$ cat src/common/mem_cfg.svh
`ifndef MEM_CFG_SVH
`define MEM_CFG_SVH

// sizing of the memory subsystem that serves the core in simulation.

// byte address width, which covers the whole 64 KiB array.
`define MEM_ADDR_W 16

// width of one data word on both ports.
`define MEM_DATA_W 32

// number of bytes held in the RAM.
`define MEM_DEPTH 65536

// credits granted to the data-port requester after reset.
// This also bounds the accesses in flight and the response queue depth.
`define MEM_CREDITS 4

`endif
$ cat src/common/mem_pkg.sv
`include "mem_cfg.svh"

package mem_pkg;

    typedef logic [`MEM_ADDR_W-1:0] addr_t;                  // byte address into the RAM.
    typedef logic [`MEM_DATA_W-1:0] word_t;                  // one data word.
    typedef logic [`MEM_DATA_W/8-1:0] be_t;                  // one enable bit per byte lane.
    typedef logic [$clog2(`MEM_CREDITS+2)-1:0] credit_cnt_t; // holds the credit count plus one.

    typedef enum logic [1:0] {
        SZ_BYTE = 2'b00,                                     // one byte.
        SZ_HALF = 2'b01,                                     // two bytes on an even address.
        SZ_WORD = 2'b10                                      // four bytes on a 4-aligned address.
    } size_e;

    typedef enum logic {
        ST_GRANT = 1'b0,                                     // initial credits are handed out.
        ST_RUN   = 1'b1                                      // credits come back with responses.
    } ctrl_state_e;

    // a data-port request as the requester presents it.
    typedef struct packed {
        logic  store;                                        // high for a store.
        size_e size;                                         // access size.
        logic  uns;                                          // zero-extend a load when high.
        addr_t addr;                                         // byte address.
        word_t wdata;                                        // store data in the low lanes.
    } data_req_t;

    typedef struct packed {
        word_t data;                                         // extended load data.
        logic  err;                                          // the access was misaligned.
        logic  store;                                        // the response belongs to a store.
    } data_rsp_t;

    // what the response path needs to know about an access in flight.
    typedef struct packed {
        size_e      size;                                    // access size.
        logic       uns;                                     // zero-extend the load.
        logic       store;                                   // store flag.
        logic       err;                                     // misalignment seen at acceptance.
        logic [1:0] offs;                                    // low address bits.
    } acc_tag_t;

endpackage

$ cat src/design/mem_ctrl.sv
`timescale 1ns/1ps
`include "mem_cfg.svh"

module mem_ctrl (
    input  logic               clk,
    input  logic               rst_i,
    input  logic               req_valid_i,
    input  mem_pkg::data_req_t req_i,
    input  logic               misalign_i,
    input  logic               pop_i,
    output logic               ram_en_o,
    output logic               push_o,
    output mem_pkg::acc_tag_t  tag_o,
    output logic               credit_o
);

    mem_pkg::ctrl_state_e state;                                 // grant or run phase.
    mem_pkg::credit_cnt_t grant_cnt;                             // initial credits handed out.
    mem_pkg::credit_cnt_t owed;                                  // pops whose credit is pending.
    mem_pkg::credit_cnt_t inflight;                              // accepted but not yet popped.
    mem_pkg::credit_cnt_t req_bal;                               // credits the requester holds.
    logic                 give;                                  // return one credit this cycle.

    // a misaligned access never touches the RAM.
    assign ram_en_o = req_valid_i & ~misalign_i;

    // in run phase a credit goes back for a pop now or one owed from before.
    assign give = (state == mem_pkg::ST_RUN) && (pop_i || (owed != '0));

    always_ff @(posedge clk) begin
        if (rst_i) begin
            state     <= mem_pkg::ST_GRANT;
            grant_cnt <= '0;
            owed      <= '0;
            credit_o  <= 1'b0;                                   // no credit during or just after reset.
        end else begin
            case (state)
                mem_pkg::ST_GRANT: begin
                    credit_o  <= 1'b1;                           // one initial credit per cycle.
                    grant_cnt <= grant_cnt + 1'b1;
                    owed      <= owed + mem_pkg::credit_cnt_t'(pop_i); // early pops wait for run.
                    if (grant_cnt == mem_pkg::credit_cnt_t'(`MEM_CREDITS - 1)) begin
                        state <= mem_pkg::ST_RUN;
                    end
                end
                default: begin
                    credit_o <= give;
                    owed     <= owed + mem_pkg::credit_cnt_t'(pop_i)
                                     - mem_pkg::credit_cnt_t'(give);
                end
            endcase
        end
    end

    // count of accesses between acceptance and the response transfer.
    always_ff @(posedge clk) begin
        if (rst_i) begin
            inflight <= '0;
            req_bal  <= '0;
            push_o   <= 1'b0;
        end else begin
            inflight <= inflight + mem_pkg::credit_cnt_t'(req_valid_i)
                                 - mem_pkg::credit_cnt_t'(pop_i);
            req_bal  <= req_bal + mem_pkg::credit_cnt_t'(credit_o)
                                - mem_pkg::credit_cnt_t'(req_valid_i);
            push_o   <= req_valid_i;                             // response is ready one cycle later.
        end
    end

    // the tag lines up with the registered RAM read word.
    always_ff @(posedge clk) begin
        tag_o.size  <= req_i.size;
        tag_o.uns   <= req_i.uns;
        tag_o.store <= req_i.store;
        tag_o.err   <= misalign_i;
        tag_o.offs  <= req_i.addr[1:0];
    end

    // the credit loop keeps the number of open accesses bounded.
    a_inflight_bound: assert property (@(posedge clk) disable iff (rst_i)
        inflight <= `MEM_CREDITS);

    // a request is only legal while the requester holds a credit from an earlier cycle.
    a_req_has_credit: assert property (@(posedge clk) disable iff (rst_i)
        req_valid_i |-> (req_bal != '0));

endmodule

$ cat config.mk
export PLATFORM = sky130hd
export DESIGN_NAME = mem_ctrl
export DESIGN_NICKNAME = d
export VERILOG_FILES = /design/src/common/mem_pkg.sv /design/src/design/mem_ctrl.sv
export VERILOG_INCLUDE_DIRS = /design/src /design/src/common
export SDC_FILE = /design/constraint.sdc
export NUM_CORES = 1
export LEC_CHECK = 0
export ABC_AREA = 1
export BUFFER_PORTS_ARGS = -buffer_cell sky130_fd_sc_hd__buf_2
export CAP_MARGIN = 5
export CORE_ASPECT_RATIO = 1.25
export CORE_MARGIN = 5
export CORE_UTILIZATION = 31
export DETAILED_ROUTE_END_ITERATION = 10
export GPL_TIMING_DRIVEN = 1
export PLACE_DENSITY = 0.76
export SYNTH_ARGS = -nofsm -noshare
export SYNTH_HDL_FRONTEND = slang
export SYNTH_SLANG_ARGS = --single-unit
$ cat constraint.sdc
create_clock -name clk -period 1.5 [get_ports clk]
set_input_delay 0.075 -clock clk [delete_from_list [all_inputs] [get_ports clk]]
set_output_delay 0.075 -clock clk [all_outputs]
set_load 0.05 [all_outputs]
==> results by group <==
Status
  – Outcome: finished clean

Job
  – Max-Cap Viols: 0

Timing
  – Setup ws final: approximately 0.12 ns
  – FMAX: 723.2 MHz
  – Fin crit share: 92.18%
  – Hold slack: between 0.03 and 0.04 ns
  – Max-slew violation count: 0
  – RSZ-0062 raised after global routing: false
  – Actual slew at the worst max-slew pin: approximately 0.26 ns
  – Fin crit period: roughly 1.4 ns
  – Sum Neg Setup Slack: 0 ns
  – Headroom to the max-slew limit: ~83%
  – Final hold viol count: 0
  – Final setup violation count: 0
  – Clock skew: just under 0.002 ns

Floorplanning
  – # IOs: 67
  – Area of the core: about 0.0017 mm²
  – Initial Util: between 30 and 40%
  – Die X: 48.12 µm
  – Row cnt: 17
  – Die height: approximately 58 µm
  – Die area: between 0.002 and 0.003 mm²

Finish
  – Area growth from synthesis to layout: 39.56%
  – Antenna cells: 0
  – Commonest non-fill, non-tap cell in the layout: buf_2
  – Most frequent cells in the layout: 20 x buf_2, 16 x dfxtp_1, 9 x inv_1, 8 x nor2_1, 8 x dlygate4sd3_1
  – Post-layout util: 45.05%
  – # fillers: 180
  – Ratio of cells with drive above 1 in the final layout: between 20% and 30%
  – Final instance area: a little under 800 µm²
  – Final cell count without fillers: about 110
  – Fin nets: roughly 160

Detailed routing
  – Via count: 484
  – Antenna-violating nets left: 0
  – Vias per inst: 4.440
  – DRC Markers: 0
  – Per-cell routed wire length: around 10 µm
  – DR iter-0 viols: 0
  – Final wirelength: ~1.1 mm
  – Drt pass-1 iters: 1

Critical path
  – Req. time, crit path: 1.67 ns
  – Reg2reg setup slack: about 0.12 ns
  – Setup crit end: owed[2]
  – Critical path origin: owed[0]
  – Critical path class: reg2reg
  – Cell count of the worst reg-to-reg path: 8
  – CP Data Arrival Time: 1.55 ns
  – Startpoint Class: flip-flop
  – RR Startpoint: owed[0]
  – Crit end category: flip-flop
  – Peak fanout along the critical path: 2
  – Worst r2r dst: owed[2]

Global routing
  – GR Util All Layers: under 10%
  – Vias in the first global route: 498
  – Largest net degree at the start of global routing: 9
  – First-pass GRT wire length: ~1.8 mm
  – Grt ovf: 0
  – Initial antenna violation count: 0

CTS
  – Clock root buffer: clkbuf_4
  – Post CTS Setup Buffer Count: 0
  – Cts bufs inserted: 3
  – Clock Latency Late Sink: roughly 0.27 ns
  – CTS tree: yes
  – # clock sinks: 16
  – Clock tree buffer depth: 2
  – Worst-path clk slew: roughly 0.08 ns
  – # resized after CTS: 0
  – H-tree level count: 1

Pwr
  – PnR Total Power: approximately 900 µW
  – Lkg Pwr: 0.3978 nW
  – Pwr per Cell Area: about 1100 mW/mm²
  – Max IR drop VDD: 642.6 µV

Place
  – Placed Cells: 98
  – I/O Buffers: 20
  – Dpl hpwl: 877.7 µm
  – Pre-CTS setup slack: roughly 0.12 ns
  – DP Area: 683.2 µm²
  – Gp weighted congestion: 0.7693

Logic synthesis
  – Largest cells by area after synthesis: dfxtp_1 57%, ha_1 13%, inv_1 6.0%
  – Synthesized flop and latch total: 16
  – Syn Nets: approximately 120
  – Syn Area/Cell: between 9 and 10 µm²
  – Post-synth cell types: 14
  – YS warnings: 0
  – Post-Syn Area: between 500 and 600 µm²
  – Yosys top cell area share: between 50% and 60%
  – Part of the Yosys area used for sequential elements: 56.89%
  – Syn Inst Count: between 50 and 60
  – Area leader, netlist: dfxtp_1

Min path
  – Hold path depth: 3
  – Worst hold-check path type: in2reg
[critical path: stages, from the launching register on]
cell	delay, ns
dfxtp_1	0.32
ha_1	0.29
inv_1	0.05
ha_1	0.20
ha_1	0.19
nand2_2	0.07
nand3_1	0.07
nand2_1	0.06
nor2_1	0.03
[cell families (layout without fill, tap and decap cells)]
group	after synthesis	in the layout	share of synthesized area, %
buffers and inverters	11	42	8.665
adders and majority gates	6	6	13.33
AOI/OAI and AO/OA	11	11	9.999
and+or+nand+nor	15	15	11.11
DFF	16	16	56.89
[final cells by class]
cell class                      instances  area, µm²  share of cell area, %
Multi-Input combinational cell         32      193.9                  24.68
Clock buffer                            3      22.52                  2.866
Inverter                               10      37.54                  4.777
Timing Repair Buffer                   29      187.7                  23.89
Sequential cell                        16      320.3                  40.76
Tap cell                               19      23.77                  3.025
[repair_timing]
action | CTS | global route
setup endpoints to repair | 0 | 0
hold buffers | 8 | 0
hold endpoints to repair | 9 | 0
[sequential cells by signal, summed over array words and instances, names as in the netlist]
signal     count
state          1
tag_o          7
owed           3
push_o         1
credit_o       1
grant_cnt      3
[layer usage]
layer	global-route usage (%)	share of wire, %
met5	0	0
met4	3.462	0
met3	3.727	11
met2	15.69	50
met1	9.160	39
[Yosys cell counts]
master / number
o21ai_0: 3
nand3_1: 1
ha_1: 6
a31oi_1: 1
inv_2: 1
a21oi_1: 5
nand2_2: 1
o21ai_1: 2
buf_6: 1
dfxtp_1: 16
inv_1: 9
nor2_1: 8
nand2_1: 4
nand4_1: 1
[report_power, final]
group	internal [mW]	switching, mW	total [mW]	leakage [nW]
Sequential	0.469	0.0197	0.489	0.133
Combinational	0.0781	0.128	0.206	0.251
Clock	0.0928	0.114	0.207	0.0138
Total	0.640	0.262	0.902	0.398
[worst min-delay path by stage]
stage          slack, ns       end        start
6_report            0.04    push_o  req_valid_i
5_1_grt             0.04    push_o  req_valid_i
4_1_cts             0.03    push_o  req_valid_i
3_5_place_dp        0.18  tag_o[4]    req_i[48]
3_3_place_gp        0.18  tag_o[1]    req_i[33]
2_1_floorplan       0.10  tag_o[0]    req_i[32]
No activity file was read; power rests on OpenSTA's default activity.
