--- src/common/mem_cfg.svh ---
`ifndef MEM_CFG_SVH
`define MEM_CFG_SVH

// sizing of the memory subsystem that serves the core in simulation.

// byte address width, which covers the whole 64 KiB array.
`define MEM_ADDR_W 16

// width of one data word on both ports.
`define MEM_DATA_W 32

// number of bytes held in the RAM.
`define MEM_DEPTH 65536

// credits granted to the data-port requester after reset.
// This also bounds the accesses in flight and the response queue depth.
`define MEM_CREDITS 4

`endif
--- src/common/mem_pkg.sv ---
`include "mem_cfg.svh"

package mem_pkg;

    typedef logic [`MEM_ADDR_W-1:0] addr_t;                  // byte address into the RAM.
    typedef logic [`MEM_DATA_W-1:0] word_t;                  // one data word.
    typedef logic [`MEM_DATA_W/8-1:0] be_t;                  // one enable bit per byte lane.
    typedef logic [$clog2(`MEM_CREDITS+2)-1:0] credit_cnt_t; // holds the credit count plus one.

    typedef enum logic [1:0] {
        SZ_BYTE = 2'b00,                                     // one byte.
        SZ_HALF = 2'b01,                                     // two bytes on an even address.
        SZ_WORD = 2'b10                                      // four bytes on a 4-aligned address.
    } size_e;

    typedef enum logic {
        ST_GRANT = 1'b0,                                     // initial credits are handed out.
        ST_RUN   = 1'b1                                      // credits come back with responses.
    } ctrl_state_e;

    // a data-port request as the requester presents it.
    typedef struct packed {
        logic  store;                                        // high for a store.
        size_e size;                                         // access size.
        logic  uns;                                          // zero-extend a load when high.
        addr_t addr;                                         // byte address.
        word_t wdata;                                        // store data in the low lanes.
    } data_req_t;

    typedef struct packed {
        word_t data;                                         // extended load data.
        logic  err;                                          // the access was misaligned.
        logic  store;                                        // the response belongs to a store.
    } data_rsp_t;

    // what the response path needs to know about an access in flight.
    typedef struct packed {
        size_e      size;                                    // access size.
        logic       uns;                                     // zero-extend the load.
        logic       store;                                   // store flag.
        logic       err;                                     // misalignment seen at acceptance.
        logic [1:0] offs;                                    // low address bits.
    } acc_tag_t;

endpackage

--- src/design/store_align.sv ---
`timescale 1ns/1ps

module store_align (
    input  mem_pkg::data_req_t req_i,
    output mem_pkg::be_t       be_o,
    output mem_pkg::word_t     wdata_o,
    output logic               misalign_o
);

    mem_pkg::be_t lane_be;                                       // enables before the store gate.

    always_comb begin
        misalign_o = 1'b0;
        lane_be    = 4'b1111;
        wdata_o    = req_i.wdata;
        case (req_i.size)
            mem_pkg::SZ_BYTE: begin
                lane_be = 4'b0001 << req_i.addr[1:0];            // any offset is fine for a byte.
                wdata_o = {4{req_i.wdata[7:0]}};                 // copy the byte onto every lane.
            end
            mem_pkg::SZ_HALF: begin
                misalign_o = req_i.addr[0];                      // a half must start on an even byte.
                lane_be    = 4'b0011 << req_i.addr[1:0];
                wdata_o    = {2{req_i.wdata[15:0]}};             // both halves carry the data.
            end
            default: begin
                misalign_o = (req_i.addr[1:0] != 2'b00);         // words need 4-byte alignment.
            end
        endcase
    end

    // loads and refused stores write nothing.
    assign be_o = (req_i.store && !misalign_o) ? lane_be : '0;

endmodule

--- config.mk ---
export PLATFORM = sky130hd
export DESIGN_NAME = store_align
export DESIGN_NICKNAME = d
export VERILOG_FILES = /design/src/common/mem_pkg.sv /design/src/design/store_align.sv
export VERILOG_INCLUDE_DIRS = /design/src /design/src/common
export SDC_FILE = /design/constraint.sdc
export NUM_CORES = 1
export LEC_CHECK = 0
export CELL_PAD_IN_SITES_DETAIL_PLACEMENT = 2
export CELL_PAD_IN_SITES_GLOBAL_PLACEMENT = 2
export CORE_MARGIN = 2
export CORE_UTILIZATION = 28
export DETAILED_ROUTE_END_ITERATION = 6
export DONT_BUFFER_PORTS = 1
export GPL_ROUTABILITY_DRIVEN = 0
export PLACE_DENSITY_LB_ADDON = 0.1
export SLEW_MARGIN = 0
export SYNTH_ARGS = -nofsm -noshare
export SYNTH_HDL_FRONTEND = slang
export SYNTH_SLANG_ARGS = --single-unit
--- constraint.sdc ---
create_clock -name vclk -period 1.1
set_input_delay 0.11 -clock vclk [all_inputs]
set_output_delay 0.11 -clock vclk [all_outputs]
set_load 0.02 [all_outputs]
==> results.sh, run 1 <==
export IMPL_slowest_delay_ps=430
export IMPL_timing_final_crit_share=0.8032
export IMPL_regArea_um2=0
export IMPL_grt_max_degree=32
export IMPL_grt_use_total=0.1120
export IMPL_ctsResizeCount=0
export IMPL_initialDrtViolationCount=2
export IMPL_num_antenna_cells=0
export IMPL_post_drt_wl_per_cell_um=18.81
export IMPL_netlist_area_um2=546.8
export IMPL_vias=445
export IMPL_criticalPathCategory="in -> out"
export IMPL_end_kind="output port"
export IMPL_viasPerCell=5.705
export IMPL_setup_tns_final_ps=0
export IMPL_critPathSlowestCell="mux2_2"
export IMPL_start_util=0.3067
export IMPL_path_buf_inv=0
export IMPL_outcome="finished, final reports clean"
export IMPL_io_pins=89
export IMPL_final_cell_mix="mux2_2 (16), mux2i_1 (8), nand2_1 (8), o21ai_1 (8), nor2_1 (2)"
export IMPL_drv_cap=0
export IMPL_grt_antenna_before_repair=0
export IMPL_num_rows=15
export IMPL_yosysUniqueCellTypes=19
export IMPL_cts_hold_buffers=0
export IMPL_hold_viol_final=0
export IMPL_path_cells="nor2_4, mux2_2"
export IMPL_seq_cell_count=0
export IMPL_slew_violations=0
export IMPL_syn_to_final_growth_pct=-14.42
export IMPL_final_common_cell="mux2_2"
export IMPL_cts_setup_buffers=0
export IMPL_seq_area_frac_synth=0
export IMPL_grt_pass1_wl_mm=1.959
export IMPL_crit_family="multiplexers"
export IMPL_nClkBuffers=0
export IMPL_die_width_um=48.19
export IMPL_ir_drop_uv=148.9
export IMPL_grt_pass1_vias=428
export IMPL_min_path_type="in -> out"
export IMPL_crit_start="req_i[50]"
export IMPL_synthCells=66
export IMPL_core_um2=1783
export IMPL_port_buffer_count=0
export IMPL_setup_viol=0
export IMPL_ant_nets=0
export IMPL_syn_num_nets=118
export IMPL_timing_final_ws_setup_ps=216.5
export IMPL_cellPowerDensity_nw_per_um2=519.5
export IMPL_leakage_uw=0.0001756
export IMPL_tightest_slew_ps=440.3
export IMPL_route_detailed_drc=0
export IMPL_crit_path_start_kind="primary input"
export IMPL_pre_cts_ws_ps=208.6
export IMPL_synth_area_top_cells="mux2_2 (33%), mux2i_1 (15%), buf_4 (12%)"
export IMPL_finalWirelength_mm=1.467
export IMPL_cp_max_fo=31
export IMPL_grt_overflow=0
export IMPL_maxSlewHeadroom=0.7045
export IMPL_arrival_ps=770
export IMPL_synth_top_area_share=0.3295
export IMPL_synth_top_area_cell="mux2_2"
export IMPL_dieArea_um2=2322
export IMPL_ys_warnings_count=0
export IMPL_required_ps=990
export IMPL_synth_area_per_cell_um2=8.284
export IMPL_fin_crit_ps=883.5
export IMPL_drt_pass1_iterations=2
export IMPL_dieHeight_um=48.19
export IMPL_hold_path_startpoint="req_i[2]"
export IMPL_fmax_mhz=1132
export IMPL_rsz0062_at_grt="no"
export IMPL_nNetsFinal=107
export IMPL_drive_above_1_share=0.3585
[logic make-up after synthesis]
group / share of synthesized area
muxes: 0.4760
and+or+nand+nor: 0.1808
buffers and inverters: 0.2013
AOI/OAI and AO/OA: 0.1098
xor gates and xnor gates: 0.03204
[synthesized netlist by cell type, drive strengths merged, types with 3 or more instances]
cell type,count
buf,12
o21ai,9
mux2i,8
nand2,8
mux2,16
nor2,3
[final cells by class]
type | instances | area (um^2)
Fill cell | 212 | 1315
Multi-Input combinational cell | 53 | 436.7
Tap cell | 25 | 31.28
[layer usage]
layer	global-route usage	share of wire	up-vias
li1	-	-	201
met1	0.1231	0.32	205
met2	0.2316	0.55	39
met3	0.01852	0.13	0
met4	0	0	0
met5	0	0	-
[through the flow]
step	utilization	area [um^2]	hold WS, ps	total power [uW]	instances
2_1_floorplan	-	546.8	271.1	307.0	66
3_3_place_gp	0.2625	467.9	220.2	243.0	78
3_5_place_dp	0.2625	467.9	220.2	246.1	78
4_1_cts	0.2625	467.9	220.2	246.6	78
5_1_grt	0.2625	467.9	220.0	259.0	78
6_report	0.2625	467.9	220.0	243.1	78
[final timing paths]
| kind | to | slack (ps) | depth (start not counted) |
|---|---|---|---|
| worst max-delay path | wdata_o[15] | 220 | 2 |
| worst min-delay path | wdata_o[2] | 220 | 0 |
[power breakdown]
| group | internal [uW] | leakage, uW | switching (uW) |
|---|---|---|---|
| combinational | 86.3 | 0.000176 | 157 |
| clock | 0 | 0 | 0 |
| sequential | 0 | 0 | 0 |
Note: power is estimated with default switching activity, not from simulation.
==> inputs of run 2 (changes only) <==
Clock period 1.1 ns to 0.82 ns, I/O delays scaled along.
==> run 2 against run 1 <==
The run now ends with negative setup slack left. First-iteration DRC count is 50% higher. Sequential share of layout area stayed put. Largest cell class unchanged. Routed wire length is 3.2% lower. Critical path type unchanged. Critical endpoint is now wdata_o[12]. Flip-flop and latch count stayed put. Hold slack worse by 56 ps. Cell count stayed put. Critical path depth stayed put. Clock-buffer cell count stayed put. Cell area is 7.2% higher. Setup slack worse by 230 ps.
==> results.sh, run 2 (synthesized netlist as in run 1, its figures left out) <==
export IMPL_drive_above_1_share=0.5283
export IMPL_io_pins=89
export IMPL_ir_drop_uv=184.7
export IMPL_grt_max_degree=32
export IMPL_dieArea_um2=2322
export IMPL_cellPowerDensity_nw_per_um2=691.4
export IMPL_rsz0062_at_grt="yes"
export IMPL_ant_nets=0
export IMPL_final_common_cell="mux2_2"
export IMPL_hold_path_startpoint="req_i[5]"
export IMPL_dieHeight_um=48.19
export IMPL_post_drt_wl_per_cell_um=18.21
export IMPL_hold_end="wdata_o[5]"
export IMPL_nClkBuffers=0
export IMPL_die_width_um=48.19
export IMPL_initialDrtViolationCount=3
export IMPL_core_um2=1783
export IMPL_holdWs_ps=164.0
export IMPL_hold_viol_final=0
export IMPL_route_detailed_drc=0
export IMPL_min_path_type="in -> out"
export IMPL_cts_hold_buffers=0
export IMPL_regArea_um2=0
export IMPL_arrival_ps=750
export IMPL_critPathSlowestCell="mux2_2"
export IMPL_finalWirelength_mm=1.420
export IMPL_required_ps=740
export IMPL_final_cell_count_no_fill=78
export IMPL_cp_max_fo=13
export IMPL_leakage_uw=0.0001877
export IMPL_crit_family="multiplexers"
export IMPL_grt_pass1_vias=413
export IMPL_outcome="complete, but fails checks"
export IMPL_drt_pass1_iterations=2
export IMPL_grt_pass1_wl_mm=1.690
export IMPL_path_cells="nor2_4, mux2_2"
export IMPL_criticalPathCategory="in -> out"
export IMPL_p_comb_frac=1.000
export IMPL_syn_to_final_growth_pct=-8.238
export IMPL_grt_overflow=0
export IMPL_seq_cell_count=0
export IMPL_fin_crit_ps=832.1
export IMPL_drv_cap=0
export IMPL_pre_cts_ws_ps=-26.81
export IMPL_tightest_slew_ps=380.4
export IMPL_crit_path_start_kind="primary input"
export IMPL_port_buffer_count=0
export IMPL_power_internal_uw=128.0
export IMPL_placedCellCount=78
export IMPL_num_rows=15
export IMPL_fmax_mhz=1202
export IMPL_vias=467
export IMPL_final_cell_mix="mux2_2 (15), mux2i_1 (8), nand2_1 (8), o21ai_2 (8), nor2_1 (2)"
export IMPL_slowest_delay_ps=430
export IMPL_end_kind="output port"
export IMPL_setup_tns_final_ps=-68.06
export IMPL_total_power_uw=346.9
export IMPL_failed_checks="negative setup slack"
export IMPL_dp_hpwl_mm=1.176
export IMPL_power_frac_seq=0
export IMPL_nNetsFinal=107
export IMPL_path_buf_inv=0
export IMPL_grt_use_total=0.09774
export IMPL_p_sw_frac=0.6310
export IMPL_timing_final_crit_share=1.015
export IMPL_grt_antenna_before_repair=0
export IMPL_p_clk_frac=0
export IMPL_crit_cells=2
export IMPL_num_antenna_cells=0
export IMPL_switching_power_uw=218.9
export IMPL_setup_viol=7
export IMPL_start_util=0.3067
export IMPL_maxSlewHeadroom=0.7453
export IMPL_timing_final_ws_setup_ps=-12.12
export IMPL_worstHoldPathCells=0
export IMPL_viasPerCell=5.987
export IMPL_slew_violations=0
## run 2: power by group through the flow
| stage | Sequential [uW] | Clock, uW | Combinational [uW] |
|---|---|---|---|
| final | 0 | 0 | 347 |
| after global routing | 0 | 0 | 366 |
| after CTS | 0 | 0 | 351 |
| after detailed placement | 0 | 0 | 351 |
| after global placement | 0 | 0 | 348 |
| after floorplan | 0 | 0 | 447 |
## run 2: worst max path at each step
stage / from / to / slack [ps]
3_5_place_dp: req_i[50] / wdata_o[12] / -30
4_1_cts: req_i[49] / wdata_o[12] / -30
5_1_grt: req_i[49] / wdata_o[12] / -40
3_3_place_gp: req_i[50] / wdata_o[15] / -30
2_1_floorplan: req_i[49] / wdata_o[10] / -70
6_report: req_i[49] / wdata_o[12] / -10
## run 2: final cells by class
class | instances | area (um^2)
fillers | 215 | 1281
multi-input cells | 53 | 470.5
well taps | 25 | 31.28
## run 2: through the flow
stage                     instance area, um^2  utilization
after floorplan                         600.6            -
after global placement                  501.7       0.2814
after CTS                               501.7       0.2814
final                                   501.7       0.2814
after global routing                    501.7       0.2814
after detailed placement                501.7       0.2814
## run 2: repair_timing
item | in CTS | in global routing
gates resized for setup | 0 | 0
gates cloned | 0 | 0
setup buffers | 0 | 0
pin swaps | 1 | 0
endpoints found under the hold margin | 0 | 0
endpoints found under the setup margin | 7 | 7
## run 2: metal layers
| layer | routed length, um | up-vias | global-route usage |
|---|---|---|---|
| met3 | 150 | 0 | 0.01481 |
| li1 | - | 206 | - |
| met4 | 0 | 0 | 0.005405 |
| met1 | 496 | 220 | 0.09011 |
| met5 | 0 | - | 0 |
| met2 | 773 | 41 | 0.2211 |
