==> src/common/mem_cfg.svh <==
`ifndef MEM_CFG_SVH
`define MEM_CFG_SVH

// sizing of the memory subsystem that serves the core in simulation.

// byte address width, which covers the whole 64 KiB array.
`define MEM_ADDR_W 16

// width of one data word on both ports.
`define MEM_DATA_W 32

// number of bytes held in the RAM.
`define MEM_DEPTH 65536

// credits granted to the data-port requester after reset.
// This also bounds the accesses in flight and the response queue depth.
`define MEM_CREDITS 4

`endif
==> src/common/mem_pkg.sv <==
`include "mem_cfg.svh"

package mem_pkg;

    typedef logic [`MEM_ADDR_W-1:0] addr_t;                  // byte address into the RAM.
    typedef logic [`MEM_DATA_W-1:0] word_t;                  // one data word.
    typedef logic [`MEM_DATA_W/8-1:0] be_t;                  // one enable bit per byte lane.
    typedef logic [$clog2(`MEM_CREDITS+2)-1:0] credit_cnt_t; // holds the credit count plus one.

    typedef enum logic [1:0] {
        SZ_BYTE = 2'b00,                                     // one byte.
        SZ_HALF = 2'b01,                                     // two bytes on an even address.
        SZ_WORD = 2'b10                                      // four bytes on a 4-aligned address.
    } size_e;

    typedef enum logic {
        ST_GRANT = 1'b0,                                     // initial credits are handed out.
        ST_RUN   = 1'b1                                      // credits come back with responses.
    } ctrl_state_e;

    // a data-port request as the requester presents it.
    typedef struct packed {
        logic  store;                                        // high for a store.
        size_e size;                                         // access size.
        logic  uns;                                          // zero-extend a load when high.
        addr_t addr;                                         // byte address.
        word_t wdata;                                        // store data in the low lanes.
    } data_req_t;

    typedef struct packed {
        word_t data;                                         // extended load data.
        logic  err;                                          // the access was misaligned.
        logic  store;                                        // the response belongs to a store.
    } data_rsp_t;

    // what the response path needs to know about an access in flight.
    typedef struct packed {
        size_e      size;                                    // access size.
        logic       uns;                                     // zero-extend the load.
        logic       store;                                   // store flag.
        logic       err;                                     // misalignment seen at acceptance.
        logic [1:0] offs;                                    // low address bits.
    } acc_tag_t;

endpackage

==> src/design/load_extend.sv <==
`timescale 1ns/1ps

module load_extend (
    input  mem_pkg::acc_tag_t tag_i,
    input  mem_pkg::word_t    rdata_i,
    output mem_pkg::data_rsp_t rsp_o
);

    logic [7:0]     lane_b;                                      // addressed byte.
    logic [15:0]    lane_h;                                      // addressed half.
    logic           sgn_b;                                       // fill bit for a byte load.
    logic           sgn_h;                                       // fill bit for a half load.
    mem_pkg::word_t ext;                                         // extended load value.

    always_comb begin
        lane_b = rdata_i[8*tag_i.offs +: 8];                     // shift the byte down to bit 0.
        lane_h = rdata_i[16*tag_i.offs[1] +: 16];                // the half sits in lane 0 or 2.
        sgn_b  = lane_b[7] & ~tag_i.uns;
        sgn_h  = lane_h[15] & ~tag_i.uns;
        case (tag_i.size)
            mem_pkg::SZ_BYTE: ext = {{24{sgn_b}}, lane_b};
            mem_pkg::SZ_HALF: ext = {{16{sgn_h}}, lane_h};
            default:          ext = rdata_i;
        endcase
    end

    // stores and refused accesses return no data.
    assign rsp_o.data  = (tag_i.store || tag_i.err) ? '0 : ext;
    assign rsp_o.err   = tag_i.err;
    assign rsp_o.store = tag_i.store;

endmodule

==> config.mk <==
export PLATFORM = sky130hd
export DESIGN_NAME = load_extend
export DESIGN_NICKNAME = d
export VERILOG_FILES = /design/src/common/mem_pkg.sv /design/src/design/load_extend.sv
export VERILOG_INCLUDE_DIRS = /design/src /design/src/common
export SDC_FILE = /design/constraint.sdc
export NUM_CORES = 1
export LEC_CHECK = 0
export BUFFER_PORTS_ARGS = -buffer_cell sky130_fd_sc_hd__buf_2
export CAP_MARGIN = 15
export CORE_MARGIN = 5
export CORE_UTILIZATION = 40
export DETAILED_ROUTE_END_ITERATION = 16
export GPL_ROUTABILITY_DRIVEN = 0
export GPL_TIMING_DRIVEN = 0
export PLACE_DENSITY_LB_ADDON = 0.05
export SYNTH_ARGS = -nofsm -noshare
export SYNTH_HDL_FRONTEND = slang
export SYNTH_SLANG_ARGS = --single-unit
==> constraint.sdc <==
create_clock -name vclk -period 6
set_input_delay 1.2 -clock vclk [all_inputs]
set_output_delay 1.2 -clock vclk [all_outputs]
set_load 0.03 [all_outputs]
==> results.json, run 1 <==
{
  "area_delta_synth_final_pct": 54.5,
  "wl_per_cell_um": 13.3,
  "ys_seq_area_share_pct": 0,
  "fin_tns_setup_ps": 0,
  "cp_max_fo": 10,
  "clock_buffers": 0,
  "dpl-instance-area_um2": 1080,
  "p_seq_share_pct": 0,
  "grt_pass1_vias": 995,
  "yosysUniqueCellTypes": 23,
  "path_cells": "buf_2 -> nor3b_4 -> a22oi_2 -> a2111o_1 -> buf_6 -> nand2_1 -> buf_2",
  "die_w_um": 51.9,
  "fillers": 184,
  "hp-class": "in -> out",
  "multi_input_area_um2": 621,
  "critPathArrivalTime_ps": 2850,
  "syn-instance-count": 115,
  "portBuffers": 72,
  "switching_share_pct": 59.7,
  "final_cells": 204,
  "insertedDiodeCount": 0,
  "drcViolationCount": 0,
  "die_area_um2": 2690,
  "vias_per_cell": 5.46,
  "intPower_mw": 0.0356,
  "cp.required_ps": 4800,
  "grt_usage_pct": 19.6,
  "antenna_found_initial": 0,
  "ctsResizeCount": 0,
  "rsz0062_at_grt": "no",
  "grt_pass1_wl_um": 4280,
  "io-pin-count": 73,
  "drt_wl_total_um": 2720,
  "hold_depth": 4,
  "core_area_um2": 1690,
  "drt-pass1-iter-count": 4,
  "comb_power_share_pct": 100.0,
  "final_layout_size_suffix_gt1_share_pct": 54.5,
  "post-dp-hpwl_um": 2180,
  "slowest_delay_ps": 530,
  "seq_cell_count": 0,
  "cap_viol_max_count": 0,
  "final_common_cell": "buf_2",
  "switchingPower_mw": 0.0527,
  "leakage_nw": 0.666,
  "initial_core_util_pct": 41.5,
  "postCtsHoldBufs": 0,
  "finalMaxSlewViolations": 0,
  "design_area_um2": 1080,
  "postCtsSetupRepairBufs": 0,
  "worstSetupPathType": "in -> out",
  "irDropWorstVdd_v": 0.0000383,
  "final_cell_mix": "buf_2 (76), nand2_1 (35), mux2_2 (15), a21oi_1 (15)",
  "power_density_nw_per_um2": 81.6,
  "die_h_um": 51.9,
  "maxSlewHeadroom_pct": 62.7,
  "synth_nets": 154,
  "clkPwrFrac_pct": 0,
  "synth_area_per_cell_um2": 6.09,
  "crit_path_top_delay_cell": "a2111o_1",
  "max_freq_ghz": 0.247,
  "fin_crit_ps": 4050,
  "status": "complete, no violations",
  "min_from": "rdata_i[30]",
  "power_mw": 0.0883,
  "cp_common_cell": "buf_2",
  "grt-ovfl-total": 0,
  "final_antenna_net_count": 0,
  "hold_viol": 0,
  "setup_viol": 0,
  "ff_latch_area_um2": 0,
  "critical_path.startpoint": "tag_i[5]",
  "post-route-period-util_pct": 67.4,
  "drt_iter0_drc": 42,
  "place_inst": 204,
  "synth_warnings": 0,
  "grt_max_degree": 11,
  "rows": 15,
  "startpoint_type": "primary input",
  "final_net_count": 228,
  "tightest_slew_ps": 559,
  "via_count": 1113,
  "syn-cell-area_um2": 701,
  "hold-path-endpoint": "rsp_o[32]",
  "setup.worst_path.end_class": "primary output"
}
-- kinds of logic (layout without fill, tap and decap cells) --
group,after synthesis,count (layout),share of synthesized area (%)
multiplexers,16,16,26.2
AND/OR/NAND/NOR,49,49,29.8
buffers and inverters,15,87,11.4
AO/OA/AOI/OAI,35,35,32.5
-- worst max-delay path by stage --
stage	slack, ps	cells after the start	endpoint
2_1_floorplan	2170	5	rsp_o[17]
6_report	1950	7	rsp_o[27]
3_3_place_gp	2010	7	rsp_o[25]
3_5_place_dp	1980	7	rsp_o[27]
4_1_cts	1970	7	rsp_o[27]
5_1_grt	1870	8	rsp_o[31]
-- cell type report --
type / count / share of cell area [%]
buffer: 12 / 6.36
tap: 17 / 1.97
timing repair buffer: 72 / 33.3
multi-input combinational: 100 / 57.3
inverter: 3 / 1.04
-- metal layers --
layer  wire (µm)  part of all wire (%)  track usage (%)  vias up
li1            -                     -                -      559
met1        1060                    39             25.1      496
met2        1370                    50             36.4       54
met3         257                   9.5             1.15        4
met4          30                   1.1             2.62        0
met5           0                     0                0        -
-- critical path, delay by kind of cell --
kind / cells / cell delay [ps]
AOI/OAI and AO/OA: 2 / 690
buffers and inverters: 3 / 510
and+or+nand+nor: 2 / 440
-- through the flow --
stage	util, %	setup slack (ps)	hold WS, ps
finish	64.1	1950	2750
global placement	64.1	2010	2750
floorplan	-	2170	2530
CTS	64.1	1970	2750
detailed placement	64.1	1980	2750
global route	64.1	1870	2770
-- power groups by stage --
| stage | clock network, mW | registers (mW) | logic (mW) |
|---|---|---|---|
| 3_3_place_gp | 0 | 0 | 0.0871 |
| 5_1_grt | 0 | 0 | 0.0962 |
| 3_5_place_dp | 0 | 0 | 0.0882 |
| 6_report | 0 | 0 | 0.0883 |
| 2_1_floorplan | 0 | 0 | 0.0572 |
| 4_1_cts | 0 | 0 | 0.0886 |
-- cell usage after synthesis --
library cell | n | share of area (%)
or2_2 | 2 | 1.8
buf_2 | 4 | 2.9
o21ai_0 | 8 | 5.7
buf_6 | 1 | 1.6
nor3b_4 | 1 | 2.7
clkbuf_1 | 2 | 1.1
nor2_1 | 8 | 4.3
a21oi_1 | 15 | 11
buf_4 | 3 | 3.2
a222oi_1 | 7 | 10
nor3_1 | 1 | 0.71
inv_2 | 1 | 0.54
mux2_4 | 1 | 2.1
a2111o_1 | 1 | 1.6
a31oi_1 | 2 | 1.8
nand3_1 | 1 | 0.71
nor2_2 | 1 | 0.89
mux2_2 | 15 | 24
o22ai_1 | 1 | 0.89
a22oi_2 | 1 | 1.8
nand2_1 | 35 | 19
buf_1 | 2 | 1.1
inv_1 | 2 | 1.1
No activity file was read; power rests on OpenSTA's default activity.
==> run 2, diff against run 1 <==
- ABC_AREA: unset -> 1
- CORE_UTILIZATION: 40 -> 38
- clock period: 6 -> 3.38 ns (I/O delays scaled with it)
==> results.json, run 2 <==
{
  "cp_max_fo": 10,
  "crit_buf_inv": 4,
  "critPathCapture": "rsp_o[26]",
  "initial_core_util_pct": 40.6,
  "switchingPower_mw": 0.119,
  "syn-cell-area_um2": 916,
  "via_count": 1294,
  "tightest_slew_ps": 512,
  "synth.most_common_cell": "nand2_1",
  "drcViolationCount": 0,
  "fin_ws_ps": 706,
  "final_net_count": 305,
  "post-route-period-util_pct": 79.1,
  "setup_viol": 0,
  "status": "complete, no violations",
  "rows": 17,
  "ys_seq_area_share_pct": 0,
  "grt_max_degree": 11,
  "die_w_um": 59.1,
  "postCtsHoldBufs": 0,
  "finalMaxSlewViolations": 0,
  "slowest_delay_ps": 190,
  "synthTopCellsByArea": "nand2_1 (42%), nor2_4 (12%), nor2_1 (9.4%), nand3_1 (8.7%), inv_1 (6.6%)",
  "worstSetupPathType": "in -> out",
  "switching_share_pct": 65.5,
  "seq_cell_count": 0,
  "final_cell_mix": "nand2_1 (102), buf_2 (72), nor2_1 (23), inv_1 (16), nand3_1 (16)",
  "clock_buffers": 0,
  "path_cells": "buf_2 -> clkinv_1 -> nor2_8 -> nand2_2 -> nand2_2 -> nand2_4 -> nand3_2 -> nand2_4 -> buf_8 -> nor2_4 -> buf_2",
  "grt-ovfl-total": 0,
  "ctsResizeCount": 0,
  "drt-pass1-iter-count": 4,
  "cap_viol_max_count": 0,
  "path_depth": 11,
  "fin_tns_setup_ps": 0,
  "power_density_nw_per_um2": 139,
  "dpl-instance-area_um2": 1310,
  "synth_warnings": 0,
  "synth_area_per_cell_um2": 4.75,
  "hold_viol": 0,
  "utilization_pct": 57.9,
  "critPathArrivalTime_ps": 2000,
  "postCtsSetupRepairBufs": 0,
  "drt_wl_total_um": 2940,
  "critical_path.startpoint": "tag_i[0]",
  "clkPwrFrac_pct": 0,
  "grt_usage_pct": 16.3,
  "final_antenna_net_count": 0,
  "p_seq_share_pct": 0,
  "die_area_um2": 3490,
  "design_area_um2": 1310,
  "antenna_found_initial": 0,
  "hp-class": "in -> out",
  "yosysUniqueCellTypes": 20,
  "place_ws_ps": 704,
  "crit_path_top_delay_cell": "nor2_8",
  "ff_latch_area_um2": 0,
  "rsz0062_at_grt": "no",
  "startpoint_type": "primary input",
  "final_layout_size_suffix_gt1_share_pct": 37.1,
  "irDropWorstVdd_v": 0.0000812,
  "leakage_nw": 0.942,
  "synth_nets": 232,
  "yosys-top-cells-count": "nand2_1 (102), nor2_1 (23), inv_1 (16), nand3_1 (16), nor2_4 (10)",
  "core_area_um2": 2250,
  "vias_per_cell": 4.43,
  "setup.worst_path.end_class": "primary output",
  "grt_pass1_vias": 1138,
  "final_common_cell": "nand2_1",
  "cp.required_ps": 2700,
  "intPower_mw": 0.0627,
  "wl_per_cell_um": 10.1,
  "area_delta_synth_final_pct": 42.6,
  "insertedDiodeCount": 0,
  "portBuffers": 71,
  "fin_crit_ps": 2670,
  "comb_power_share_pct": 100.0,
  "critPathTopFamily": "simple AND/OR/NAND/NOR gates",
  "io-pin-count": 73,
  "die_h_um": 59.1,
  "grt_pass1_wl_um": 4710,
  "maxSlewHeadroom_pct": 65.9,
  "drt_iter0_drc": 26,
  "max_freq_ghz": 0.374,
  "synth_top_area_share_pct": 41.8,
  "syn-instance-count": 193,
  "post-dp-hpwl_um": 2470,
  "yosysTopAreaCell": "nand2_1"
}
[run 2: changes by cell type in the layout (fill, tap and decap cells not counted), moves of 8 or more]
cell     delta
a21oi_1    -13
inv_1      +14
mux2_2     -15
nand2_1    +67
nand3_1    +15
nor2_1     +15
nor2_4     +10
o21ai_0     -8
[run 2: power by group through the flow]
stage               combinational (mW)  clock [mW]  sequential, mW
finish                           0.182           0               0
floorplan                        0.126           0               0
global placement                 0.182           0               0
global route                     0.201           0               0
detailed placement               0.183           0               0
CTS                              0.183           0               0
[run 2: cell families after synthesis]
group                  synth area share, %
AND/OR/NAND/NOR                       82.0
buffers and inverters                 16.1
AO/OA/AOI/OAI                         1.91
[run 2: per-stage QoR]
step / power (mW) / hold slack, ps / std cells
detailed placement: 0.183 / 1720 / 292
CTS: 0.183 / 1720 / 292
global placement: 0.182 / 1720 / 292
floorplan: 0.126 / 1480 / 193
finish: 0.182 / 1710 / 292
global route: 0.201 / 1740 / 292
[run 2: worst min path at each step]
| stage | startpoint | to | slack, ps | cells past startpoint |
|---|---|---|---|---|
| CTS | tag_i[3] | rsp_o[0] | 1720 | 3 |
| global placement | tag_i[2] | rsp_o[1] | 1720 | 3 |
| floorplan | tag_i[3] | rsp_o[0] | 1480 | 1 |
| detailed placement | tag_i[3] | rsp_o[0] | 1720 | 3 |
| finish | tag_i[3] | rsp_o[0] | 1710 | 3 |
| global route | tag_i[2] | rsp_o[1] | 1740 | 3 |
[run 2: routing by layer]
metal / track usage (%) / wire length, µm / part of all wire [%] / vias to the layer above
met5: 0 / 0 / 0 / -
met4: 0 / 0 / 0 / 0
li1: - / - / - / 718
met1: 22.3 / 1360 / 46 / 528
met3: 1.74 / 263 / 9.0 / 0
met2: 28.9 / 1310 / 45 / 48
[run 2: final cells by class]
class,instances,area (µm²)
fillers,279,948
inverters,20,82.6
repair buffers,71,355
plain buffers,10,65.1
multi-input cells,163,768
well taps,28,35.0
