File: src/common/mem_cfg.svh
`ifndef MEM_CFG_SVH
`define MEM_CFG_SVH

// sizing of the memory subsystem that serves the core in simulation.

// byte address width, which covers the whole 64 KiB array.
`define MEM_ADDR_W 16

// width of one data word on both ports.
`define MEM_DATA_W 32

// number of bytes held in the RAM.
`define MEM_DEPTH 65536

// credits granted to the data-port requester after reset.
// This also bounds the accesses in flight and the response queue depth.
`define MEM_CREDITS 4

`endif
File: src/common/mem_pkg.sv
`include "mem_cfg.svh"

package mem_pkg;

    typedef logic [`MEM_ADDR_W-1:0] addr_t;                  // byte address into the RAM.
    typedef logic [`MEM_DATA_W-1:0] word_t;                  // one data word.
    typedef logic [`MEM_DATA_W/8-1:0] be_t;                  // one enable bit per byte lane.
    typedef logic [$clog2(`MEM_CREDITS+2)-1:0] credit_cnt_t; // holds the credit count plus one.

    typedef enum logic [1:0] {
        SZ_BYTE = 2'b00,                                     // one byte.
        SZ_HALF = 2'b01,                                     // two bytes on an even address.
        SZ_WORD = 2'b10                                      // four bytes on a 4-aligned address.
    } size_e;

    typedef enum logic {
        ST_GRANT = 1'b0,                                     // initial credits are handed out.
        ST_RUN   = 1'b1                                      // credits come back with responses.
    } ctrl_state_e;

    // a data-port request as the requester presents it.
    typedef struct packed {
        logic  store;                                        // high for a store.
        size_e size;                                         // access size.
        logic  uns;                                          // zero-extend a load when high.
        addr_t addr;                                         // byte address.
        word_t wdata;                                        // store data in the low lanes.
    } data_req_t;

    typedef struct packed {
        word_t data;                                         // extended load data.
        logic  err;                                          // the access was misaligned.
        logic  store;                                        // the response belongs to a store.
    } data_rsp_t;

    // what the response path needs to know about an access in flight.
    typedef struct packed {
        size_e      size;                                    // access size.
        logic       uns;                                     // zero-extend the load.
        logic       store;                                   // store flag.
        logic       err;                                     // misalignment seen at acceptance.
        logic [1:0] offs;                                    // low address bits.
    } acc_tag_t;

endpackage

File: src/design/rsp_fifo.sv
`timescale 1ns/1ps
`include "mem_cfg.svh"

module rsp_fifo (
    input  logic                clk,
    input  logic                rst_i,
    input  logic                push_i,
    input  mem_pkg::data_rsp_t  rsp_i,
    output logic                rsp_valid_o,
    output mem_pkg::data_rsp_t  rsp_o,
    input  logic                rsp_ready_i,
    output logic                pop_o
);

    localparam int PTR_W = $clog2(`MEM_CREDITS);                 // index width into the ring.

    mem_pkg::data_rsp_t   slots [0:`MEM_CREDITS-1];              // ring storage.
    logic [PTR_W-1:0]     wr_ptr;                                // next slot to fill.
    logic [PTR_W-1:0]     rd_ptr;                                // oldest filled slot.
    mem_pkg::credit_cnt_t cnt;                                   // filled slots in the ring.
    logic                 load;                                  // move the oldest slot to the head.

    assign pop_o = rsp_valid_o & rsp_ready_i;                    // one transfer per cycle at most.
    assign load  = (cnt != '0) && (!rsp_valid_o || pop_o);       // refill an empty or leaving head.

    always_ff @(posedge clk) begin
        if (rst_i) begin
            wr_ptr      <= '0;
            rd_ptr      <= '0;
            cnt         <= '0;
            rsp_valid_o <= 1'b0;
        end else begin
            cnt <= cnt + mem_pkg::credit_cnt_t'(push_i) - mem_pkg::credit_cnt_t'(load);
            if (push_i) begin
                wr_ptr <= (wr_ptr == PTR_W'(`MEM_CREDITS - 1)) ? '0 : wr_ptr + 1'b1;
            end
            if (load) begin
                rd_ptr      <= (rd_ptr == PTR_W'(`MEM_CREDITS - 1)) ? '0 : rd_ptr + 1'b1;
                rsp_valid_o <= 1'b1;
            end else if (pop_o) begin
                rsp_valid_o <= 1'b0;                             // head drained and nothing behind it.
            end
        end
    end

    // payload moves through the ring and into the head register.
    always_ff @(posedge clk) begin
        if (push_i) begin
            slots[wr_ptr] <= rsp_i;
        end
        if (load) begin
            rsp_o <= slots[rd_ptr];
        end
    end

    // the credit count sizes the ring so a push always finds room.
    a_no_overflow: assert property (@(posedge clk) disable iff (rst_i)
        !(push_i && (cnt == `MEM_CREDITS)));

endmodule

File: config.mk
export PLATFORM = sky130hd
export DESIGN_NAME = rsp_fifo
export DESIGN_NICKNAME = d
export VERILOG_FILES = /design/src/common/mem_pkg.sv /design/src/design/rsp_fifo.sv
export VERILOG_INCLUDE_DIRS = /design/src /design/src/common
export SDC_FILE = /design/constraint.sdc
export NUM_CORES = 1
export LEC_CHECK = 0
export BUFFER_PORTS_ARGS = -buffer_cell sky130_fd_sc_hd__buf_2
export CORE_ASPECT_RATIO = 0.8
export CORE_MARGIN = 5
export CORE_UTILIZATION = 62
export DETAILED_ROUTE_END_ITERATION = 7
export PLACE_DENSITY_LB_ADDON = 0.1
export SLEW_MARGIN = 20
export SYNTH_ARGS = -nofsm -noshare
export SYNTH_HDL_FRONTEND = slang
export SYNTH_SLANG_ARGS = --single-unit
File: constraint.sdc
create_clock -name clk -period 9.1 [get_ports clk]
set_input_delay 1.82 -clock clk [delete_from_list [all_inputs] [get_ports clk]]
set_output_delay 1.82 -clock clk [all_outputs]
set_load 0.01 [all_outputs]
==> impl_metrics.py, run 1 <==
metrics = {
    "yosys": {
        "synth-seq-cells": 178,
        "synthesis.nets": 307,
        "ys_warn_count": 0,
        "synth-seq-area-share": 0.825,
        "syn_area_mm2": 0.00638,
        "ys_types": 20,
        "synth_cells": 261,
        "syn_area_per_cell_um2": 24.5,
    },
    "die": {
        "start_util": 0.628,
        "die_x_um": 123,
        "die_y_um": 101,
        "core_area_mm2": 0.0102,
        "die_area_mm2": 0.0124,
        "fp-row-count": 33,
        "num_io_pins": 74,
    },
    "setup_path": {
        "crit_family": "simple AND/OR/NAND/NOR gates",
        "critPathMaxFanout": 35,
        "cp_slowest_stage_delay_ps": 870,
        "path_cells": "buf_2 > nor2b_1 > nor2_4 > ha_1 > inv_1 > ha_1 > inv_1 > fa_1 > xor2_1 > and2_1 > nor3_1",
        "path_class": "in -> reg",
        "path_buf_inv": 3,
        "endpoint_kind": "flip-flop",
        "crit_arrival_ps": 4350,
        "cp.required_ps": 9430,
        "slowest_stage": "nor2_4",
        "start_kind": "primary input",
    },
    "global_routing": {
        "grt_usage": 0.175,
        "antenna_found_initial": 0,
        "grt_max_degree": 37,
        "first_global_vias": 2771,
        "grt_pass1_wl_um": 15100,
        "gr-total-overflow": 0,
    },
    "power_and_ir_drop": {
        "p_leak_nw": 2.52,
        "ir_worst_vdd_uv": 254,
        "power.density_mw_per_mm2": 300,
        "design_power_total_w": 0.00222,
    },
    "sta": {
        "hold_ws_ps": 527,
        "layout_min_cycle_time_ps": 4020,
        "post-route-period-util": 0.442,
        "clock.fmax_mhz": 249,
        "fin_setup_tns_ps": 0,
        "hold_viol_final": 0,
        "relSlewSlack": 0.250,
        "maxSlewViolCount": 0,
        "finalSetupViolCount": 0,
        "fin_skew_ps": 13.0,
        "worst_slew_pin_slew_ps": 1120,
        "grt_setup_unrepaired": "no",
    },
    "status": {
        "status": "completed",
    },
    "clock_tree": {
        "cts_tree": "built",
        "ctsResizeCount": 0,
        "clk_pin_slew_worst_paths_ps": 60,
        "clock_tree.root_cell": "clkbuf_16",
        "numCtsBuffers": 17,
        "ctsHoldBuffers": 0,
        "clk_latency_ps": 420,
        "cts_setup_buffers": 0,
        "htreeDepth": 4,
        "clock-sinks": 178,
        "clockBufferDepth": 2,
    },
    "route": {
        "vias_per_cell": 5.43,
        "final_antenna_net_count": 0,
        "drt-initial-drc-count": 205,
        "drc_errors": 0,
        "firstDrtPassIters": 4,
        "wl_um": 9840,
        "vias": 2705,
        "drt-wirelength-per-cell_um": 19.8,
    },
    "place": {
        "place_area_mm2": 0.00688,
        "gp_congestion": 0.647,
        "io_buffers": 73,
        "hpwl_um": 5640,
    },
    "cells_and_area": {
        "diodes": 0,
        "final_cell_mix": "edfxtp_1, buf_2, mux4_2",
        "area_delta_synth_final_pct": 15.9,
        "fin_util": 0.729,
        "final_common_cell": "edfxtp_1",
        "design_area_mm2": 0.00740,
        "drive_gt1_frac": 0.399,
        "nNetsFinal": 391,
    },
    "run": {
        "cap_violations": 0,
    },
    "hold_path": {
        "min_path_type": "reg -> reg",
    },
}
==> path summary, 6_finish.rpt <==
check | from | to | depth (start not counted) | slack [ps]
setup / recovery | rsp_ready_i | cnt[2] | 11 | 5080
hold / removal | rsp_valid_o | rsp_valid_o | 2 | 530
setup reg to reg | cnt[1] | cnt[2] | 10 | 6130
hold reg to reg | rsp_valid_o | rsp_valid_o | 2 | 530
==> worst min-delay path, stage by stage, from the launching register on <==
cell and delay, ps:
dfxtp_1 330, nand2b_1 90, a21oi_1 60
==> cells in the mapped netlist, drive strengths merged <==
cell	count	area, µm²
inv	5	18.8
buf	8	65.1
nor3	2	10.0
dfxtp	8	160
mux4	34	766
nand3b	1	7.51
and2	6	37.5
or4	1	7.51
nand2b	1	6.26
ha	7	87.6
mux2i	2	20.0
fa	1	20.0
o21ai	2	10.0
nor2b	2	12.5
xor2	1	8.76
nor2	6	22.5
clkbuf	1	3.75
edfxtp	170	5100
a21oi	3	15.0
==> cell families after synthesis <==
group                    Yosys count  share of synthesized area
flip-flops                       178                      0.825
multiplexers                      36                      0.123
AND/OR/NAND/NOR                   19                     0.0163
buffers and inverters             14                     0.0137
adder cells (fa/ha/maj)            8                     0.0169
AO/OA/AOI/OAI                      5                    0.00392
XOR/XNOR                           1                    0.00137
==> flip-flops by register name, summed over array words and instances, names as in the netlist <==
name         count
slots          136
rsp_o           34
cnt              3
rd_ptr           2
wr_ptr           2
rsp_valid_o      1
==> power by group <==
part | internal [W] | switching [W]
combinational | 0.000215 | 0.000220
clock | 0.000350 | 0.000291
sequential | 0.00107 | 0.0000747
==> final cells by class <==
cell class	instances	area (µm²)
Clock inverter	12	85.1
Clock buffer	20	437
Fill cell	604	2760
Inverter	5	18.8
Sequential cell	178	5270
Timing Repair Buffer	74	373
Tap cell	140	175
Multi-Input combinational cell	69	1040
==> per-stage QoR <==
step	cells	setup slack, ps
after floorplan	261	4220
after global placement	466	4800
after detailed placement	466	4670
after CTS	498	5080
after global routing	498	4910
final	498	5080
==> metal layers <==
layer | track usage | share of wire | vias up
met1 | 0.229 | 0.41 | 1366
met3 | 0.0527 | 0.059 | 9
met5 | 0 | 0 | -
met2 | 0.276 | 0.51 | 85
li1 | - | - | 1245
met4 | 0.0774 | 0.014 | 0
(Power assumes the default switching activity.)
==> run 2, diff against run 1 <==
- CORE_UTILIZATION: 62 -> 52
- clock period: 9.1 -> 3.5 ns (I/O delays scaled with it)
==> run 2 against run 1 <==
- core utilization fell by 11 points
- sequential power increased to 2.6 times the previous value
- cell count rose by 3.0%
- hold slack got worse by 29 ps
- sequential cell count unchanged
- routed wire length up 4.6%
- die area grew 17%
- combinational power rose to 2.6 times the previous value
- global-route usage fell by 2.3 points
- critical path type is now reg -> reg
- critical endpoint unchanged
- largest cell class unchanged
- highest routed layer unchanged
==> impl_metrics.py, run 2 (synthesis results as in run 1) <==
metrics = {
    "sta": {
        "worst_slew_pin_slew_ps": 1020,
        "fin_setup_tns_ps": 0,
        "post-route-period-util": 0.679,
        "clock.fmax_mhz": 421,
        "maxSlewViolCount": 0,
        "hold_viol_final": 0,
        "hold_ws_ps": 497,
        "relSlewSlack": 0.320,
        "fin_skew_ps": 8.49,
        "layout_min_cycle_time_ps": 2380,
        "grt_setup_unrepaired": "no",
        "finalSetupViolCount": 0,
    },
    "global_routing": {
        "gr-total-overflow": 0,
        "grt_max_degree": 37,
        "antenna_found_initial": 0,
        "grt_usage": 0.152,
        "grt_pass1_wl_um": 15900,
        "first_global_vias": 2900,
    },
    "clock_tree": {
        "clock_tree.root_cell": "clkbuf_16",
        "clk_latency_ps": 420,
        "htreeDepth": 4,
        "ctsResizeCount": 0,
        "cts_setup_buffers": 0,
        "clock-sinks": 178,
        "numCtsBuffers": 17,
        "ctsHoldBuffers": 0,
        "clockBufferDepth": 2,
        "cts_tree": "built",
        "clk_pin_slew_worst_paths_ps": 70,
    },
    "cells_and_area": {
        "design_area_mm2": 0.00749,
        "nNetsFinal": 394,
        "final_cell_mix": "edfxtp_1, buf_2, mux4_2",
        "n_fill_cell": 836,
        "fin_cells": 513,
        "drive_gt1_frac": 0.410,
        "reg_top3": "slots x136, rsp_o x34, cnt x3",
        "largest_register": "slots",
        "diodes": 0,
        "multi_input_area_mm2": 0.00104,
        "area_delta_synth_final_pct": 17.4,
        "largest_reg_flops": 136,
        "ff_latch_area_mm2": 0.00527,
        "final_common_cell": "edfxtp_1",
    },
    "place": {
        "io_buffers": 73,
        "post-place-cells": 481,
        "gp_congestion": 0.689,
        "place_area_mm2": 0.00692,
        "hpwl_um": 5850,
    },
    "setup_path": {
        "path_cells": "nor3_1 > nor2_4 > ha_1 > inv_1 > ha_1 > inv_1 > fa_1 > xor2_1 > and2_1 > nor3_1",
        "cp_slowest_stage_delay_ps": 580,
        "path_class": "reg -> reg",
        "cp.required_ps": 3850,
        "endpoint_kind": "flip-flop",
        "start_kind": "flip-flop",
        "crit_arrival_ps": 2720,
        "slowest_stage": "nor3_1",
        "critPathMaxFanout": 6,
        "rrSetupSlack_ps": 1120,
    },
    "die": {
        "die_area_mm2": 0.0146,
        "core_area_mm2": 0.0121,
        "fp-row-count": 36,
        "num_io_pins": 74,
        "die_x_um": 134,
        "start_util": 0.527,
        "die_y_um": 109,
    },
    "route": {
        "vias_per_cell": 5.35,
        "firstDrtPassIters": 5,
        "wl_um": 10300,
        "vias": 2747,
        "drt-initial-drc-count": 172,
        "final_antenna_net_count": 0,
        "drt-wirelength-per-cell_um": 20.1,
        "drc_errors": 0,
    },
    "power_and_ir_drop": {
        "p_leak_nw": 2.57,
        "power.density_mw_per_mm2": 799,
        "design_power_total_w": 0.00599,
        "ir_worst_vdd_uv": 482,
    },
    "status": {
        "status": "completed",
    },
    "hold_path": {
        "min_path_type": "in -> reg",
    },
    "run": {
        "cap_violations": 0,
    },
}
==> run 2: layout make-up <==
type	instances	share of cell area
clock buffer	17	0.0568
clock inverter	15	0.0205
inverter	5	0.00250
multi-input combinational	69	0.139
sequential	178	0.703
tap	152	0.0254
timing repair buffer	77	0.0528
==> run 2: power by group <==
part,switching [W],internal [W]
registers,0.000214,0.00278
logic,0.000575,0.000572
clock network,0.000790,0.00106
total,0.00158,0.00441
==> run 2: worst max-delay path: cells and delay by family (launching register included) <==
kind | cells | cell delay (ps)
adders and majority gates | 3 | 800
and+or+nand+nor | 4 | 890
xor gates and xnor gates | 1 | 160
DFF | 1 | 350
buffers and inverters | 2 | 110
==> run 2: path summary, 6_finish.rpt <==
kind,end,depth (start not counted),start
worst min-delay path,slots[2][18],1,rsp_i[18]
worst min register to register,cnt[2],2,cnt[2]
worst max-delay path,cnt[2],10,cnt[1]
worst max register to register,cnt[2],10,cnt[1]
==> run 2: layer usage <==
layer | track usage | vias up | wire, µm
li1 | - | 1260 | -
met5 | 0 | - | 0
met3 | 0.0480 | 11 | 506
met2 | 0.250 | 55 | 5180
met4 | 0.0617 | 0 | 140
met1 | 0.191 | 1421 | 4470
==> run 2: stage by stage <==
step | setup slack, ps | utilization
floorplan | 347 | -
detailed placement | 912 | 0.571
global route | 927 | 0.619
global placement | 988 | 0.571
CTS | 1120 | 0.619
finish | 1120 | 0.619
